`src/hw/npc_pkg.sv`:
```
package npc_pkg;

    // reset vector and memory depths, overridden from npc
    localparam logic [31:0] RESET_PC_DEFAULT   = 32'h8000_0000;
    localparam int unsigned IMEM_WORDS_DEFAULT = 256;
    localparam int unsigned DMEM_WORDS_DEFAULT = 256;

    // major opcodes, inst[6:0]
    typedef enum logic [6:0] {
        opc_load   = 7'b0000011,
        opc_op_imm = 7'b0010011,
        opc_auipc  = 7'b0010111,
        opc_store  = 7'b0100011,
        opc_op     = 7'b0110011,
        opc_lui    = 7'b0110111,
        opc_branch = 7'b1100011,
        opc_jalr   = 7'b1100111,
        opc_jal    = 7'b1101111,
        opc_system = 7'b1110011
    } opcode_e;

    typedef enum logic [3:0] {
        alu_add,
        alu_sub,
        alu_xor,
        alu_or,
        alu_and,
        alu_sll,
        alu_sltu,
        alu_sra,
        alu_pass_b
    } alu_op_e;

    // access width of loads and stores
    typedef enum logic [1:0] {
        size_byte,
        size_half,
        size_word
    } mem_size_e;

    // branch compare kinds
    typedef enum logic [1:0] {
        br_eq,
        br_ne,
        br_ge
    } branch_funct_e;

    typedef struct packed {
        logic [4:0]    rs1;
        logic [4:0]    rs2;
        logic [4:0]    rd;
        logic [31:0]   imm;
        alu_op_e       alu_op;
        logic          src1_is_pc;
        logic          src2_is_imm;
        logic          reg_wen;
        logic          wb_from_mem;
        logic          wb_from_pc4;
        logic          mem_ren;
        logic          mem_wen;
        mem_size_e     mem_size;
        logic          load_unsigned_byte;
        logic          is_branch;
        branch_funct_e branch_funct;
        logic          is_jal;
        logic          is_jalr;
        logic          is_ebreak;
        logic          illegal;
    } decoded_t;

    // one retired instruction
    typedef struct packed {
        logic        valid;
        logic [31:0] pc;
        logic [31:0] inst;
        logic        reg_wen;
        logic [4:0]  rd;
        logic [31:0] wdata;
        logic        mem_wen;
        logic [31:0] mem_addr;
        logic [31:0] mem_wdata;
        logic [3:0]  mem_mask;
    } commit_t;

    // byte enables within the word, low address bits truncated to the size
    function automatic logic [3:0] store_mask(input mem_size_e size, input logic [1:0] offset);
        case (size)
            size_byte: return 4'b0001 << offset;
            size_half: return 4'b0011 << {offset[1], 1'b0};
            default:   return 4'b1111;
        endcase
    endfunction

    // store data moved into its byte lane
    function automatic logic [31:0] store_lane(input logic [31:0] data, input mem_size_e size,
                                               input logic [1:0] offset);
        case (size)
            size_byte: return {24'b0, data[7:0]} << {offset, 3'b000};
            size_half: return {16'b0, data[15:0]} << {offset[1], 4'b0000};
            default:   return data;
        endcase
    endfunction

endpackage
```
`src/hw/branch_unit.sv`:
```
module branch_unit (
    input  logic [31:0]       pc,
    input  logic [31:0]       src1,
    input  logic [31:0]       src2,
    input  npc_pkg::decoded_t dec,
    output logic              take_jump,
    output logic [31:0]       jump_target
);
    import npc_pkg::*;

    logic        equal;
    logic        greater_eq;
    logic        cond_met;
    logic [31:0] jalr_sum;

    // comparisons on the raw register values
    assign equal = (src1 == src2);
    assign greater_eq = ($signed(src1) >= $signed(src2));

    always_comb begin
        case (dec.branch_funct)
            br_eq:   cond_met = equal;
            br_ne:   cond_met = !equal;
            br_ge:   cond_met = greater_eq;
            default: cond_met = 1'b0;
        endcase
    end

    // jumps always leave, branches only when the compare holds
    assign take_jump = dec.is_jal | dec.is_jalr | (dec.is_branch & cond_met);

    // own adder, alu busy with the operands
    assign jalr_sum = src1 + dec.imm;
    // jalr clears bit 0
    assign jump_target = dec.is_jalr ? {jalr_sum[31:1], 1'b0} : pc + dec.imm;

endmodule

```
`config.mk`:
```
export PLATFORM = sky130hd
export DESIGN_NAME = branch_unit
export DESIGN_NICKNAME = d
export VERILOG_FILES = /design/src/hw/npc_pkg.sv /design/src/hw/branch_unit.sv
export SDC_FILE = /design/constraint.sdc
export NUM_CORES = 1
export LEC_CHECK = 0
export BUFFER_PORTS_ARGS = -buffer_cell sky130_fd_sc_hd__buf_2
export CORE_AREA = 5 5 101 122
export DETAILED_ROUTE_END_ITERATION = 16
export DIE_AREA = 0 0 106 127
export PLACE_DENSITY_LB_ADDON = 0.15
export SLEW_MARGIN = 20
export SYNTH_ARGS = -nofsm -noshare
export SYNTH_HDL_FRONTEND = slang
export SYNTH_SLANG_ARGS = --single-unit
```
`constraint.sdc`:
```
create_clock -name vclk -period 4.1
set_input_delay 0.615 -clock vclk [all_inputs]
set_output_delay 0.615 -clock vclk [all_outputs]
set_load 0.01 [all_outputs]
```
; ---- Yosys cells after proc, flatten, opt, wreduce, memory -nomap -nowiden
; Cells that the tools add are included.
[word_totals]
output_inout_bits = 33
elab_cells = 13
reg_bits = 0
[op_classes]
bitwise = 3
n_reduce_logical = 2
n_eq_ne = 3
muxes = 2
magnitude_cmp = 1
n_addsub = 2
[ops]
columns = op, count
row1 = $add A32 B32 Y32, 2
row2 = $eq A32 B32 Y1, 1
row3 = $ge A32 B32 Y1, 1
row4 = $mux W32, 1
row5 = $pmux W1 S3, 1
row6 = $eq A2 B1 Y1 const B, 1
row7 = $eq A2 B2 Y1 const B, 1
row8 = $logic_not A2 Y1, 1
row9 = $or A1 B1 Y1, 2
row10 = $and A1 B1 Y1, 1
row11 = $logic_not A1 Y1, 1

; ---- Logic depth before layout (Yosys ltp)
[depth]
depth_word = 5
depth_mapped = 12
depth_no_buf = 12

; ---- Worst setup path after synthesis
; No wires, ideal clock.
[synth_timing]
path_type = in2out
start = input port pc[0]
end = output port jump_target[28]
slack_ps = 578
stages = 12
path_buffers = 0
arrival_ps = 2907
cell_sequence = ha_1 -> inv_1 -> fa_1 -> nand2b_1 -> a21oi_1 -> o211ai_1 -> o211ai_1 -> a31oi_4 -> a31oi_1 -> o311ai_2 -> and3_1 -> o31ai_1
[synth_via]
elab_chain_len = 2
[synth_lines]
columns = item, line_no
row1 = start: declaration, branch_unit.sv:2  ; input logic [31:0] pc,
row2 = $add A32 B32 Y32, branch_unit.sv:35  ; assign jump_target = dec.is_jalr ? {jalr_sum[31:1], 1'b0} : pc + dec.imm;
row3 = $mux W32, branch_unit.sv:35
row4 = end: declaration, branch_unit.sv:7  ; output logic [31:0] jump_target
; No other way between the ends.

; ---- Final worst setup path
[layout_timing]
start = input port src1[6]
end = output port jump_target[30]
[layout_via]
elab_chain_len = 2
[layout_lines]
columns = item, line_no
row1 = start: declaration, branch_unit.sv:3  ; input logic [31:0] src1,
row2 = $add A32 B32 Y32, branch_unit.sv:33  ; assign jalr_sum = src1 + dec.imm;
row3 = $mux W32, branch_unit.sv:35
; No other way between the ends.

==> flow_summary.yaml <==
layout:
  clkbuf_count: 0
  final_nets: 1042
  stdcell_area_sq_um: 5420
  n_antenna_cell: 0
  areaGrowthSynthToFinish_pct: 25.9
  layout.cells.non_filler: 913
  regArea_sq_um: 0
  drive_gt1_share_pct: 26.5
  final_common_cell: "buf_2"
  mostFrequentLayoutCells: "buf_2, ha_1, a21oi_1"
  n_sequential_cell: 0
job:
  maxCapViolations: 0
critical_path:
  end_kind: "output pin"
  cp_top_family: "compound AO/OA/AOI/OAI gates"
  critPathSlowestCell: "a211oi_1"
  slowest_delay_ns: 0.61
  worstSetupStartpointType: "primary input"
  path_cells: "buf_2 > ha_1 > and4_1 > a21oi_1 > nand4_1 > o21a_1 > a211oi_1 > o31a_1 > o21ai_1 > xnor2_1 > mux2i_1 > buf_2"
  crit_type: "in -> out"
  path_buf_inv: 2
  cp_max_fo: 7
  required_ns: 3.48
  critical_path_arrival_ns: 3.32
  crit_top_cell: "buf_2"
floorplan:
  fp.dieW_microns: 106
  dieArea_sq_um: 13500
  start_util_pct: 39.4
  io_pins: 197
  dieHeight_microns: 127
  rows: 42
  coreArea_sq_um: 10900
grt:
  antenna_found_initial: 0
  grt_max_degree: 47
  grt_pass1_vias: 5174
  grt_pass1_wl_microns: 23600
  grt_use_total_pct: 20.6
  grt_overflow: 0
routing:
  wirelength_microns: 14700
  drt_pass1_iterations: 5
  drt_iter0_drc: 144
  wl_per_cell_microns: 16.1
  vias_per_cell: 5.57
  ant_nets: 0
  vias: 5083
  remaining_drc_errors: 0
logic_synthesis:
  synth_cells: 607
  synth_area_per_cell_sq_um: 7.09
  syn_area_sq_um: 4300
  ys_warn_count: 0
  synth_fp_nets: 866
  synthDistinctLibCells: 67
  yosysSeqAreaShare_pct: 0
place:
  gp_congestion: 0.889
  place_hpwl_microns: 13000
  placed_area_sq_um: 5390
  io_buffer_count: 166
  dp_cells: 913
sta:
  finalCritPeriodShare_pct: 96.1
  max_slew_margin_pct: 52.5
  tightest_slew_ns: 0.708
  period_needed_ns: 3.94
  setup_viol: 0
  final_max_slew_viol_count: 0
  hold_viol_final: 0
  fmax_mhz: 254
power_and_ir_drop:
  p_leak_nw: 2.92
  ir_worst_vdd_uv: 69.3
  power_density_nw_per_um2: 159
min_path:
  hold_class: "in -> out"
clock_network:
  cts_setup_buffers: 0
  hold_buffers: 0
outcome:
  status: "complete, no violations"
## report_power, final
group          internal (mW)  switching (mW)
Clock                      0               0
Sequential                 0               0
Combinational          0.390           0.471
## final timing paths
| kind | start | endpoint | cells past startpoint |
|---|---|---|---|
| setup / recovery | src1[6] | jump_target[30] | 12 |
| hold / removal | dec[52] | jump_target[31] | 3 |
## stage by stage
step / hold slack [ns] / utilization, % / setup TNS [ns] / setup slack [ns] / power (mW)
after floorplan: 1.31 / - / 0 / 0.578 / 0.561
after global placement: 1.50 / 49.3 / 0 / 0.0491 / 0.844
after detailed placement: 1.50 / 49.3 / 0 / 0.0293 / 0.854
after CTS: 1.50 / 49.3 / 0 / 0.0103 / 0.859
after global routing: 1.51 / 49.6 / -0.0109 / -0.0109 / 0.962
final: 1.50 / 49.6 / 0 / 0.160 / 0.861
## cells in the mapped netlist (all sizes together) (4+ instances only)
cell type,n,area (sq um)
ha,93,1160
a21oi,64,320
o21ai,48,240
inv,44,165
nand2,42,158
a21o,41,309
nor2,39,146
xor2,30,263
nand3,18,90.1
xnor2,18,158
nand4,14,87.6
nor3,10,50.1
a211oi,9,72.6
clkbuf,9,35.0
nand2b,9,56.3
o31ai,9,72.6
a31oi,7,65.1
mux2i,7,70.1
nor2b,7,43.8
o21a,7,52.6
or3,7,45.1
and3,6,37.5
o211ai,6,45.0
or2,5,31.3
a31o,4,35.0
and2,4,27.5
and4,4,35.0
o21bai,4,30.0
## timing repair
action                                  in CTS  in global routing
endpoints found under the setup margin       0                  3
endpoints found under the hold margin        0                  0
resized for setup                            0                  4
## logic make-up (layout without fill, tap and decap cells)
family / count (synthesis) / count (layout) / synth area share [%]
muxes: 9 / 9 / 2.15
AOI/OAI and AO/OA: 226 / 226 / 34.9
adders and majority gates: 95 / 95 / 28.0
buffers and inverters: 57 / 231 / 5.20
xor gates and xnor gates: 48 / 48 / 9.77
and+or+nand+nor: 172 / 172 / 20.0
## area by class of cell
type | count | area (sq um)
timing repair buffer | 186 | 981
tap | 132 | 165
multi-input combinational | 550 | 4100
inverter | 45 | 169
fill | 1147 | 5510
## per-layer routing
metal  routed length [microns]  global-route usage (%)  vias to the layer above
met1                      6080                    24.8                     2302
met2                      7780                    41.3                      152
met5                         0                       0                        -
met4                        64                   0.991                        0
li1                          -                       -                     2621
met3                       789                    1.61                        8
No activity file was read; power rests on OpenSTA's default activity.
