==> src/hw/npc_pkg.sv <==
package npc_pkg;

    // reset vector and memory depths, overridden from npc
    localparam logic [31:0] RESET_PC_DEFAULT   = 32'h8000_0000;
    localparam int unsigned IMEM_WORDS_DEFAULT = 256;
    localparam int unsigned DMEM_WORDS_DEFAULT = 256;

    // major opcodes, inst[6:0]
    typedef enum logic [6:0] {
        opc_load   = 7'b0000011,
        opc_op_imm = 7'b0010011,
        opc_auipc  = 7'b0010111,
        opc_store  = 7'b0100011,
        opc_op     = 7'b0110011,
        opc_lui    = 7'b0110111,
        opc_branch = 7'b1100011,
        opc_jalr   = 7'b1100111,
        opc_jal    = 7'b1101111,
        opc_system = 7'b1110011
    } opcode_e;

    typedef enum logic [3:0] {
        alu_add,
        alu_sub,
        alu_xor,
        alu_or,
        alu_and,
        alu_sll,
        alu_sltu,
        alu_sra,
        alu_pass_b
    } alu_op_e;

    // access width of loads and stores
    typedef enum logic [1:0] {
        size_byte,
        size_half,
        size_word
    } mem_size_e;

    // branch compare kinds
    typedef enum logic [1:0] {
        br_eq,
        br_ne,
        br_ge
    } branch_funct_e;

    typedef struct packed {
        logic [4:0]    rs1;
        logic [4:0]    rs2;
        logic [4:0]    rd;
        logic [31:0]   imm;
        alu_op_e       alu_op;
        logic          src1_is_pc;
        logic          src2_is_imm;
        logic          reg_wen;
        logic          wb_from_mem;
        logic          wb_from_pc4;
        logic          mem_ren;
        logic          mem_wen;
        mem_size_e     mem_size;
        logic          load_unsigned_byte;
        logic          is_branch;
        branch_funct_e branch_funct;
        logic          is_jal;
        logic          is_jalr;
        logic          is_ebreak;
        logic          illegal;
    } decoded_t;

    // one retired instruction
    typedef struct packed {
        logic        valid;
        logic [31:0] pc;
        logic [31:0] inst;
        logic        reg_wen;
        logic [4:0]  rd;
        logic [31:0] wdata;
        logic        mem_wen;
        logic [31:0] mem_addr;
        logic [31:0] mem_wdata;
        logic [3:0]  mem_mask;
    } commit_t;

    // byte enables within the word, low address bits truncated to the size
    function automatic logic [3:0] store_mask(input mem_size_e size, input logic [1:0] offset);
        case (size)
            size_byte: return 4'b0001 << offset;
            size_half: return 4'b0011 << {offset[1], 1'b0};
            default:   return 4'b1111;
        endcase
    endfunction

    // store data moved into its byte lane
    function automatic logic [31:0] store_lane(input logic [31:0] data, input mem_size_e size,
                                               input logic [1:0] offset);
        case (size)
            size_byte: return {24'b0, data[7:0]} << {offset, 3'b000};
            size_half: return {16'b0, data[15:0]} << {offset[1], 4'b0000};
            default:   return data;
        endcase
    endfunction

endpackage
==> src/hw/inst_decode.sv <==
module inst_decode (
    input  logic [31:0]       inst,
    output npc_pkg::decoded_t dec
);
    import npc_pkg::*;

    // ebreak is matched on the whole word
    localparam logic [31:0] ebreak_word = 32'h0010_0073;

    opcode_e     opcode;
    logic [2:0]  funct3;
    logic [6:0]  funct7;
    logic [31:0] imm_i;
    logic [31:0] imm_s;
    logic [31:0] imm_b;
    logic [31:0] imm_u;
    logic [31:0] imm_j;

    assign opcode = opcode_e'(inst[6:0]);
    assign funct3 = inst[14:12];
    assign funct7 = inst[31:25];

    // sign-extended immediates per format
    assign imm_i = {{20{inst[31]}}, inst[31:20]};
    assign imm_s = {{20{inst[31]}}, inst[31:25], inst[11:7]};
    assign imm_b = {{19{inst[31]}}, inst[31], inst[7], inst[30:25], inst[11:8], 1'b0};
    assign imm_u = {inst[31:12], 12'b0};
    assign imm_j = {{11{inst[31]}}, inst[31], inst[19:12], inst[20], inst[30:21], 1'b0};

    always_comb begin
        dec = '0;
        dec.rs1 = inst[19:15];
        dec.rs2 = inst[24:20];
        dec.rd = inst[11:7];
        dec.alu_op = alu_add;
        dec.mem_size = size_word;
        dec.branch_funct = br_eq;
        case (opcode)
            opc_lui: begin
                // immediate passes straight through the alu
                dec.imm = imm_u;
                dec.alu_op = alu_pass_b;
                dec.src2_is_imm = 1'b1;
                dec.reg_wen = 1'b1;
            end
            opc_auipc: begin
                dec.imm = imm_u;
                dec.src1_is_pc = 1'b1;
                dec.src2_is_imm = 1'b1;
                dec.reg_wen = 1'b1;
            end
            opc_op: begin
                dec.reg_wen = 1'b1;
                case ({funct7, funct3})
                    {7'b0000000, 3'b000}: dec.alu_op = alu_add;
                    {7'b0100000, 3'b000}: dec.alu_op = alu_sub;
                    {7'b0000000, 3'b100}: dec.alu_op = alu_xor;
                    {7'b0000000, 3'b110}: dec.alu_op = alu_or;
                    {7'b0000000, 3'b111}: dec.alu_op = alu_and;
                    {7'b0000000, 3'b001}: dec.alu_op = alu_sll;
                    {7'b0000000, 3'b011}: dec.alu_op = alu_sltu;
                    default: dec.illegal = 1'b1;
                endcase
            end
            opc_op_imm: begin
                dec.imm = imm_i;
                dec.src2_is_imm = 1'b1;
                dec.reg_wen = 1'b1;
                case (funct3)
                    3'b000: dec.alu_op = alu_add;
                    3'b100: dec.alu_op = alu_xor;
                    3'b111: dec.alu_op = alu_and;
                    3'b011: dec.alu_op = alu_sltu;
                    3'b101: begin
                        // only srai, srli is outside the subset
                        dec.alu_op = alu_sra;
                        dec.illegal = (funct7 != 7'b0100000);
                    end
                    default: dec.illegal = 1'b1;
                endcase
            end
            opc_load: begin
                // address is rs1 + imm through the alu
                dec.imm = imm_i;
                dec.src2_is_imm = 1'b1;
                dec.reg_wen = 1'b1;
                dec.wb_from_mem = 1'b1;
                dec.mem_ren = 1'b1;
                case (funct3)
                    3'b010: dec.mem_size = size_word;
                    3'b100: begin
                        dec.mem_size = size_byte;
                        dec.load_unsigned_byte = 1'b1;
                    end
                    default: dec.illegal = 1'b1;
                endcase
            end
            opc_store: begin
                dec.imm = imm_s;
                dec.src2_is_imm = 1'b1;
                dec.mem_wen = 1'b1;
                case (funct3)
                    3'b000: dec.mem_size = size_byte;
                    3'b001: dec.mem_size = size_half;
                    3'b010: dec.mem_size = size_word;
                    default: dec.illegal = 1'b1;
                endcase
            end
            opc_branch: begin
                dec.imm = imm_b;
                dec.is_branch = 1'b1;
                case (funct3)
                    3'b000: dec.branch_funct = br_eq;
                    3'b001: dec.branch_funct = br_ne;
                    3'b101: dec.branch_funct = br_ge;
                    default: dec.illegal = 1'b1;
                endcase
            end
            opc_jal: begin
                dec.imm = imm_j;
                dec.is_jal = 1'b1;
                dec.reg_wen = 1'b1;
                dec.wb_from_pc4 = 1'b1;
            end
            opc_jalr: begin
                dec.imm = imm_i;
                dec.is_jalr = 1'b1;
                dec.reg_wen = 1'b1;
                dec.wb_from_pc4 = 1'b1;
                dec.illegal = (funct3 != 3'b000);
            end
            opc_system: begin
                dec.is_ebreak = (inst == ebreak_word);
                dec.illegal = (inst != ebreak_word);
            end
            default: dec.illegal = 1'b1;
        endcase
        // illegal words retire with no side effects
        if (dec.illegal) begin
            dec.reg_wen = 1'b0;
            dec.mem_ren = 1'b0;
            dec.mem_wen = 1'b0;
            dec.is_branch = 1'b0;
            dec.is_jal = 1'b0;
            dec.is_jalr = 1'b0;
        end
    end

endmodule

==> config.mk <==
export PLATFORM = sky130hd
export DESIGN_NAME = inst_decode
export DESIGN_NICKNAME = d
export VERILOG_FILES = /design/src/hw/npc_pkg.sv /design/src/hw/inst_decode.sv
export SDC_FILE = /design/constraint.sdc
export NUM_CORES = 1
export LEC_CHECK = 0
export BUFFER_PORTS_ARGS = -buffer_cell sky130_fd_sc_hd__buf_4
export CAP_MARGIN = 5
export CORE_ASPECT_RATIO = 0.7
export CORE_MARGIN = 3
export CORE_UTILIZATION = 40
export DETAILED_ROUTE_END_ITERATION = 8
export PLACE_DENSITY = 0.84
export SYNTH_ARGS = -nofsm -noshare
export SYNTH_HDL_FRONTEND = slang
export SYNTH_SLANG_ARGS = --single-unit
==> constraint.sdc <==
create_clock -name vclk -period 3.9
set_input_delay 0.195 -clock vclk [all_inputs]
set_output_delay 0.195 -clock vclk [all_outputs]
set_load 0.01 [all_outputs]
# Word-level counts from Yosys, hierarchy flattened
# Index checks and enable logic that the tools add are counted.
dict set report word_totals {
  word_cells 69
  register_bits 0
  inputBits 32
}
dict set report classes {
  eq_ne 25
  n_reduce_logical 14
  mux 30
}
# operator n
set ops {}
lappend ops {{$pmux 32 s5} 1}
lappend ops {{$eq 32x21->1 const B} 1}
lappend ops {{$ne 32x21->1 const B} 1}
lappend ops {{$eq 10x3->1 const B} 3}
lappend ops {{$eq 7x7->1 const B} 4}
lappend ops {{$eq 7x6->1 const B} 3}
lappend ops {{$pmux 3 s6} 1}
lappend ops {{$mux 1} 17}
lappend ops {{$eq 7x5->1 const B} 2}
lappend ops {{$reduce_or 7->1} 2}
lappend ops {{$pmux 2 s2} 3}
lappend ops {{$pmux 3 s4} 1}
lappend ops {{$pmux 4 s3} 1}
lappend ops {{$reduce_or 3->1} 4}
lappend ops {{$eq 10x1->1 const B} 1}
lappend ops {{$eq 10x2->1 const B} 1}
lappend ops {{$eq 10x9->1 const B} 1}
lappend ops {{$logic_not 10->1} 1}
lappend ops {{$eq 3x3->1 const B} 3}
lappend ops {{$pmux 1 s8} 1}
lappend ops {{$eq 7x2->1 const B} 1}
lappend ops {{$ne 7x6->1 const B} 1}
lappend ops {{$eq 3x2->1 const B} 2}
lappend ops {{$mux 2} 3}
lappend ops {{other kinds (8)} 10}

# Depth between registers and ports, before layout
dict set report depth {
  word_depth 5
  depth_mapped 7
}

# Worst setup path before layout
# Ideal clock, no wire load.
dict set report synth_timing {
  path_kind {input -> output}
  from {input inst[13]}
  to {output dec[14] (netlist bit)}
  t_arrival_ns 1.732
  slack_ns 1.973
  path_stages 7
  required_ns 3.705
  path_cell_list {inv_1 ha_1 inv_1 a221o_1 a211oi_2 nand4_2 a211oi_1}
}
# element line_no
set synth_rtl {}
lappend synth_rtl {{from (decl)} inst_decode.sv:2} ;# input logic [31:0] inst,
lappend synth_rtl {{to (decl)} inst_decode.sv:3} ;# output npc_pkg::decoded_t dec

==> Flow_metrics.wiki <==
{| class="wikitable"
! Metric !! Value
|-
| Outcome || finished, final reports clean
|-
| Cell type of the slowest stage on the worst timing path || sky130_fd_sc_hd__a211oi_2
|-
| Synth-to-layout area growth || 55.4%
|-
| Unrepaired setup endpoints after global routing || false
|-
| WL final || 4.31 mm
|-
| Wire length per cell || ~15 um
|-
| Die Y-Extent || 50.6 um
|-
| Share of post-route cells with drive strength above 1 || 42.7%
|-
| P_leak || ~1 nW
|-
| Crit-path cells || buf_4, inv_1, ha_1, inv_1, a221o_1, a211oi_2, nand4_2, a211oi_1, buf_4
|-
| Number of iterations in the first detailed-routing pass || 5
|-
| Power Dens Cells || 71.1 nW/um^2
|-
| Part of the cycle the worst path needs || 58.7%
|-
| Critical path start-end classification || in2out
|-
| Number of DRC violations after detailed-routing iteration 0 || 180
|-
| Placement Cell Area || 1770 sq um
|-
| Filler Cell Count || 243
|-
| Required @ worst endpoint || 3700 ps
|-
| Beginning of the worst hold path || inst[18]
|-
| Final min period || 2290 ps
|-
| Average cell area after synthesis || 6.57 sq um
|-
| Setup violators final || 0
|-
| Gr ovfl total || 0
|-
| Boundary pin count || 100
|-
| Total Power || about 130 uW
|-
| Fin Hold WS || approximately 590 ps
|-
| Post-layout instance area || 1770 sq um
|-
| Warning count from the yosys run || 0
|-
| Worst hold-check path type || in2out
|-
| Cell with the most instances after synthesis || sky130_fd_sc_hd__a21o_1
|-
| First element of the critical path || inst[13]
|-
| Share of the synthesized area in the top cell type || 13.2%
|-
| Nets in the synthesized netlist || 210
|-
| Clock buffer count || 0
|-
| Area contributors post-synth || sky130_fd_sc_hd__a21o_1 (13%), sky130_fd_sc_hd__buf_4 (9.9%), sky130_fd_sc_hd__and2_1 (7.7%), sky130_fd_sc_hd__ha_1 (5.5%), sky130_fd_sc_hd__nand2_1 (4.6%)
|-
| Die span in x || 69.7 um
|-
| Remaining number of nets flagged by the antenna check after routing || 0
|-
| P_int || 60.9 uW
|-
| Combined area of the multi-input logic cells || 961 sq um
|-
| DRC errors left || 0
|-
| Synthesized instance count || roughly 170
|-
| Crit path launch type || input pin
|-
| Initial antenna violation count || 0
|-
| Pin slew with the least headroom to its limit || 1020 ps
|-
| Flip-flop and latch count || 0
|-
| Maximum VDD drop || 0.0427 mV
|-
| Largest stage delay on the critical path || 360 ps
|-
| Die area || 3530 sq um
|-
| Final Worst Setup Slack || 1610 ps
|-
| Yosys cell types || 44
|-
| Cell types with the highest counts after synthesis || sky130_fd_sc_hd__a21o_1 (20), sky130_fd_sc_hd__buf_4 (15), sky130_fd_sc_hd__and2_1 (14), sky130_fd_sc_hd__nand2_1 (14), sky130_fd_sc_hd__nor2_1 (13)
|-
| Final-report hold violation count || 0
|-
| Tot GR Track Use || 22.4%
|-
| Data arrival, critical path || 2090 ps
|-
| Vias/cell || 5.61
|-
| Detailed-route via count || 1,581
|-
| Worst slew margin relative to its limit || about a third
|-
| Aggregate negative setup slack || 0 ps
|-
| Post-CTS setup buffer count || 0
|-
| Cell area after synthesis || 1140 sq um
|-
| Hold bufs inserted after CTS || 0
|-
| Setup crit end kind || primary output
|-
| Post_cts resized || 0
|-
| Setup Slack @ Placement || 1640 ps
|-
| Port Buf Inserts || 100
|-
| Count of maximum capacitance violations || 0
|-
| Total area of sequential cells || 0 sq um
|-
| Net switching power figure || 64.7 uW
|-
| N_diodes || 0
|-
| Largest fanout of any net on the critical path || 6
|-
| Placeable core region || around 2600 sq um
|-
| Routability congestion estimate || 0.977
|-
| Combinational share of power || 100.0%
|-
| Site row count || 15
|-
| Starting density of the core || 43.9%
|-
| Final count of pins violating max slew || 0
|-
| Maximum number of pins on one net before global-route repair || 18
|-
| Clock Power Share || 0%
|-
| Number of global-route vias before repair || 1,409
|-
| Flop pwr share || 0%
|-
| Half-perimeter wire length of the detailed placement result || 3.48 mm
|-
| FMAX || ~0.44 GHz
|-
| Post-synthesis cell type with the largest combined area || sky130_fd_sc_hd__a21o_1
|-
| Fin nets || around 290
|-
| Global-route wire length before repair || 6.70 mm
|-
| Share of total power consumed by net switching || 51.5%
|-
| Sequential-to-total area share from yosys stat || 0%
|}
per-stage QoR:
stage / util (%) / instances
global placement: 68.2 / 282
floorplan: - / 173
CTS: 68.2 / 282
detailed placement: 68.2 / 282
global route: 68.2 / 282
finish: 68.2 / 282
worst max-delay path, delay by kind of cell:
family                     cells  cell delay [ps]
AOI/OAI and AO/OA              3              970
buffers and inverters          4              500
adders and majority gates      1              260
and+or+nand+nor                1              150
logic make-up after synthesis:
logic type / share of synthesized area [%]
xor+xnor: 0.771
fa+ha+maj: 5.51
compound gates: 36.1
mux: 0.881
simple gates: 41.3
buf+inv: 15.4
cell type report:
cell class	count	area share, %
Tap cell	34	2.41
Multi-Input combinational cell	145	54.4
Timing Repair Buffer	100	42.5
Inverter	3	0.638
worst paths after layout:
path | end | depth (start not counted) | slack [ps]
worst max-delay path | dec[14] | 9 | 1610
worst min-delay path | dec[66] | 2 | 590
placed cells by master, fill, tap and decap left out, types with 2 or more instances in the layout:
cell type and count:
sky130_fd_sc_hd__a21oi_1 4, sky130_fd_sc_hd__o31ai_1 2, sky130_fd_sc_hd__nor2_1 13, sky130_fd_sc_hd__a22o_1 5
sky130_fd_sc_hd__inv_1 3, sky130_fd_sc_hd__nor3_1 10, sky130_fd_sc_hd__buf_4 100, sky130_fd_sc_hd__and3_1 6
sky130_fd_sc_hd__nand3b_1 3, sky130_fd_sc_hd__nand3_1 3, sky130_fd_sc_hd__o21ai_1 2, sky130_fd_sc_hd__nand2b_1 2
sky130_fd_sc_hd__nor2b_1 4, sky130_fd_sc_hd__nand2_1 14, sky130_fd_sc_hd__o21a_1 3, sky130_fd_sc_hd__and2_1 14
sky130_fd_sc_hd__a21o_1 20, sky130_fd_sc_hd__ha_1 5, sky130_fd_sc_hd__o21ai_0 9, sky130_fd_sc_hd__nor4_1 5
power by group through the flow:
stage               clock (mW)  sequential (mW)  combinational, mW
CTS                          0                0              0.125
global placement             0                0              0.124
global route                 0                0              0.136
finish                       0                0              0.126
floorplan                    0                0             0.0689
detailed placement           0                0              0.124
metal layers:
| metal | vias up | global-route usage, % | wire [um] |
|---|---|---|---|
| met1 | 688 | 33.6 | 1930 |
| met5 | - | 0 | 0 |
| met3 | 2 | 4.40 | 545 |
| met2 | 113 | 34.3 | 1820 |
| li1 | 778 | - | - |
| met4 | 0 | 0.955 | 17 |
(Power assumes the default switching activity.)
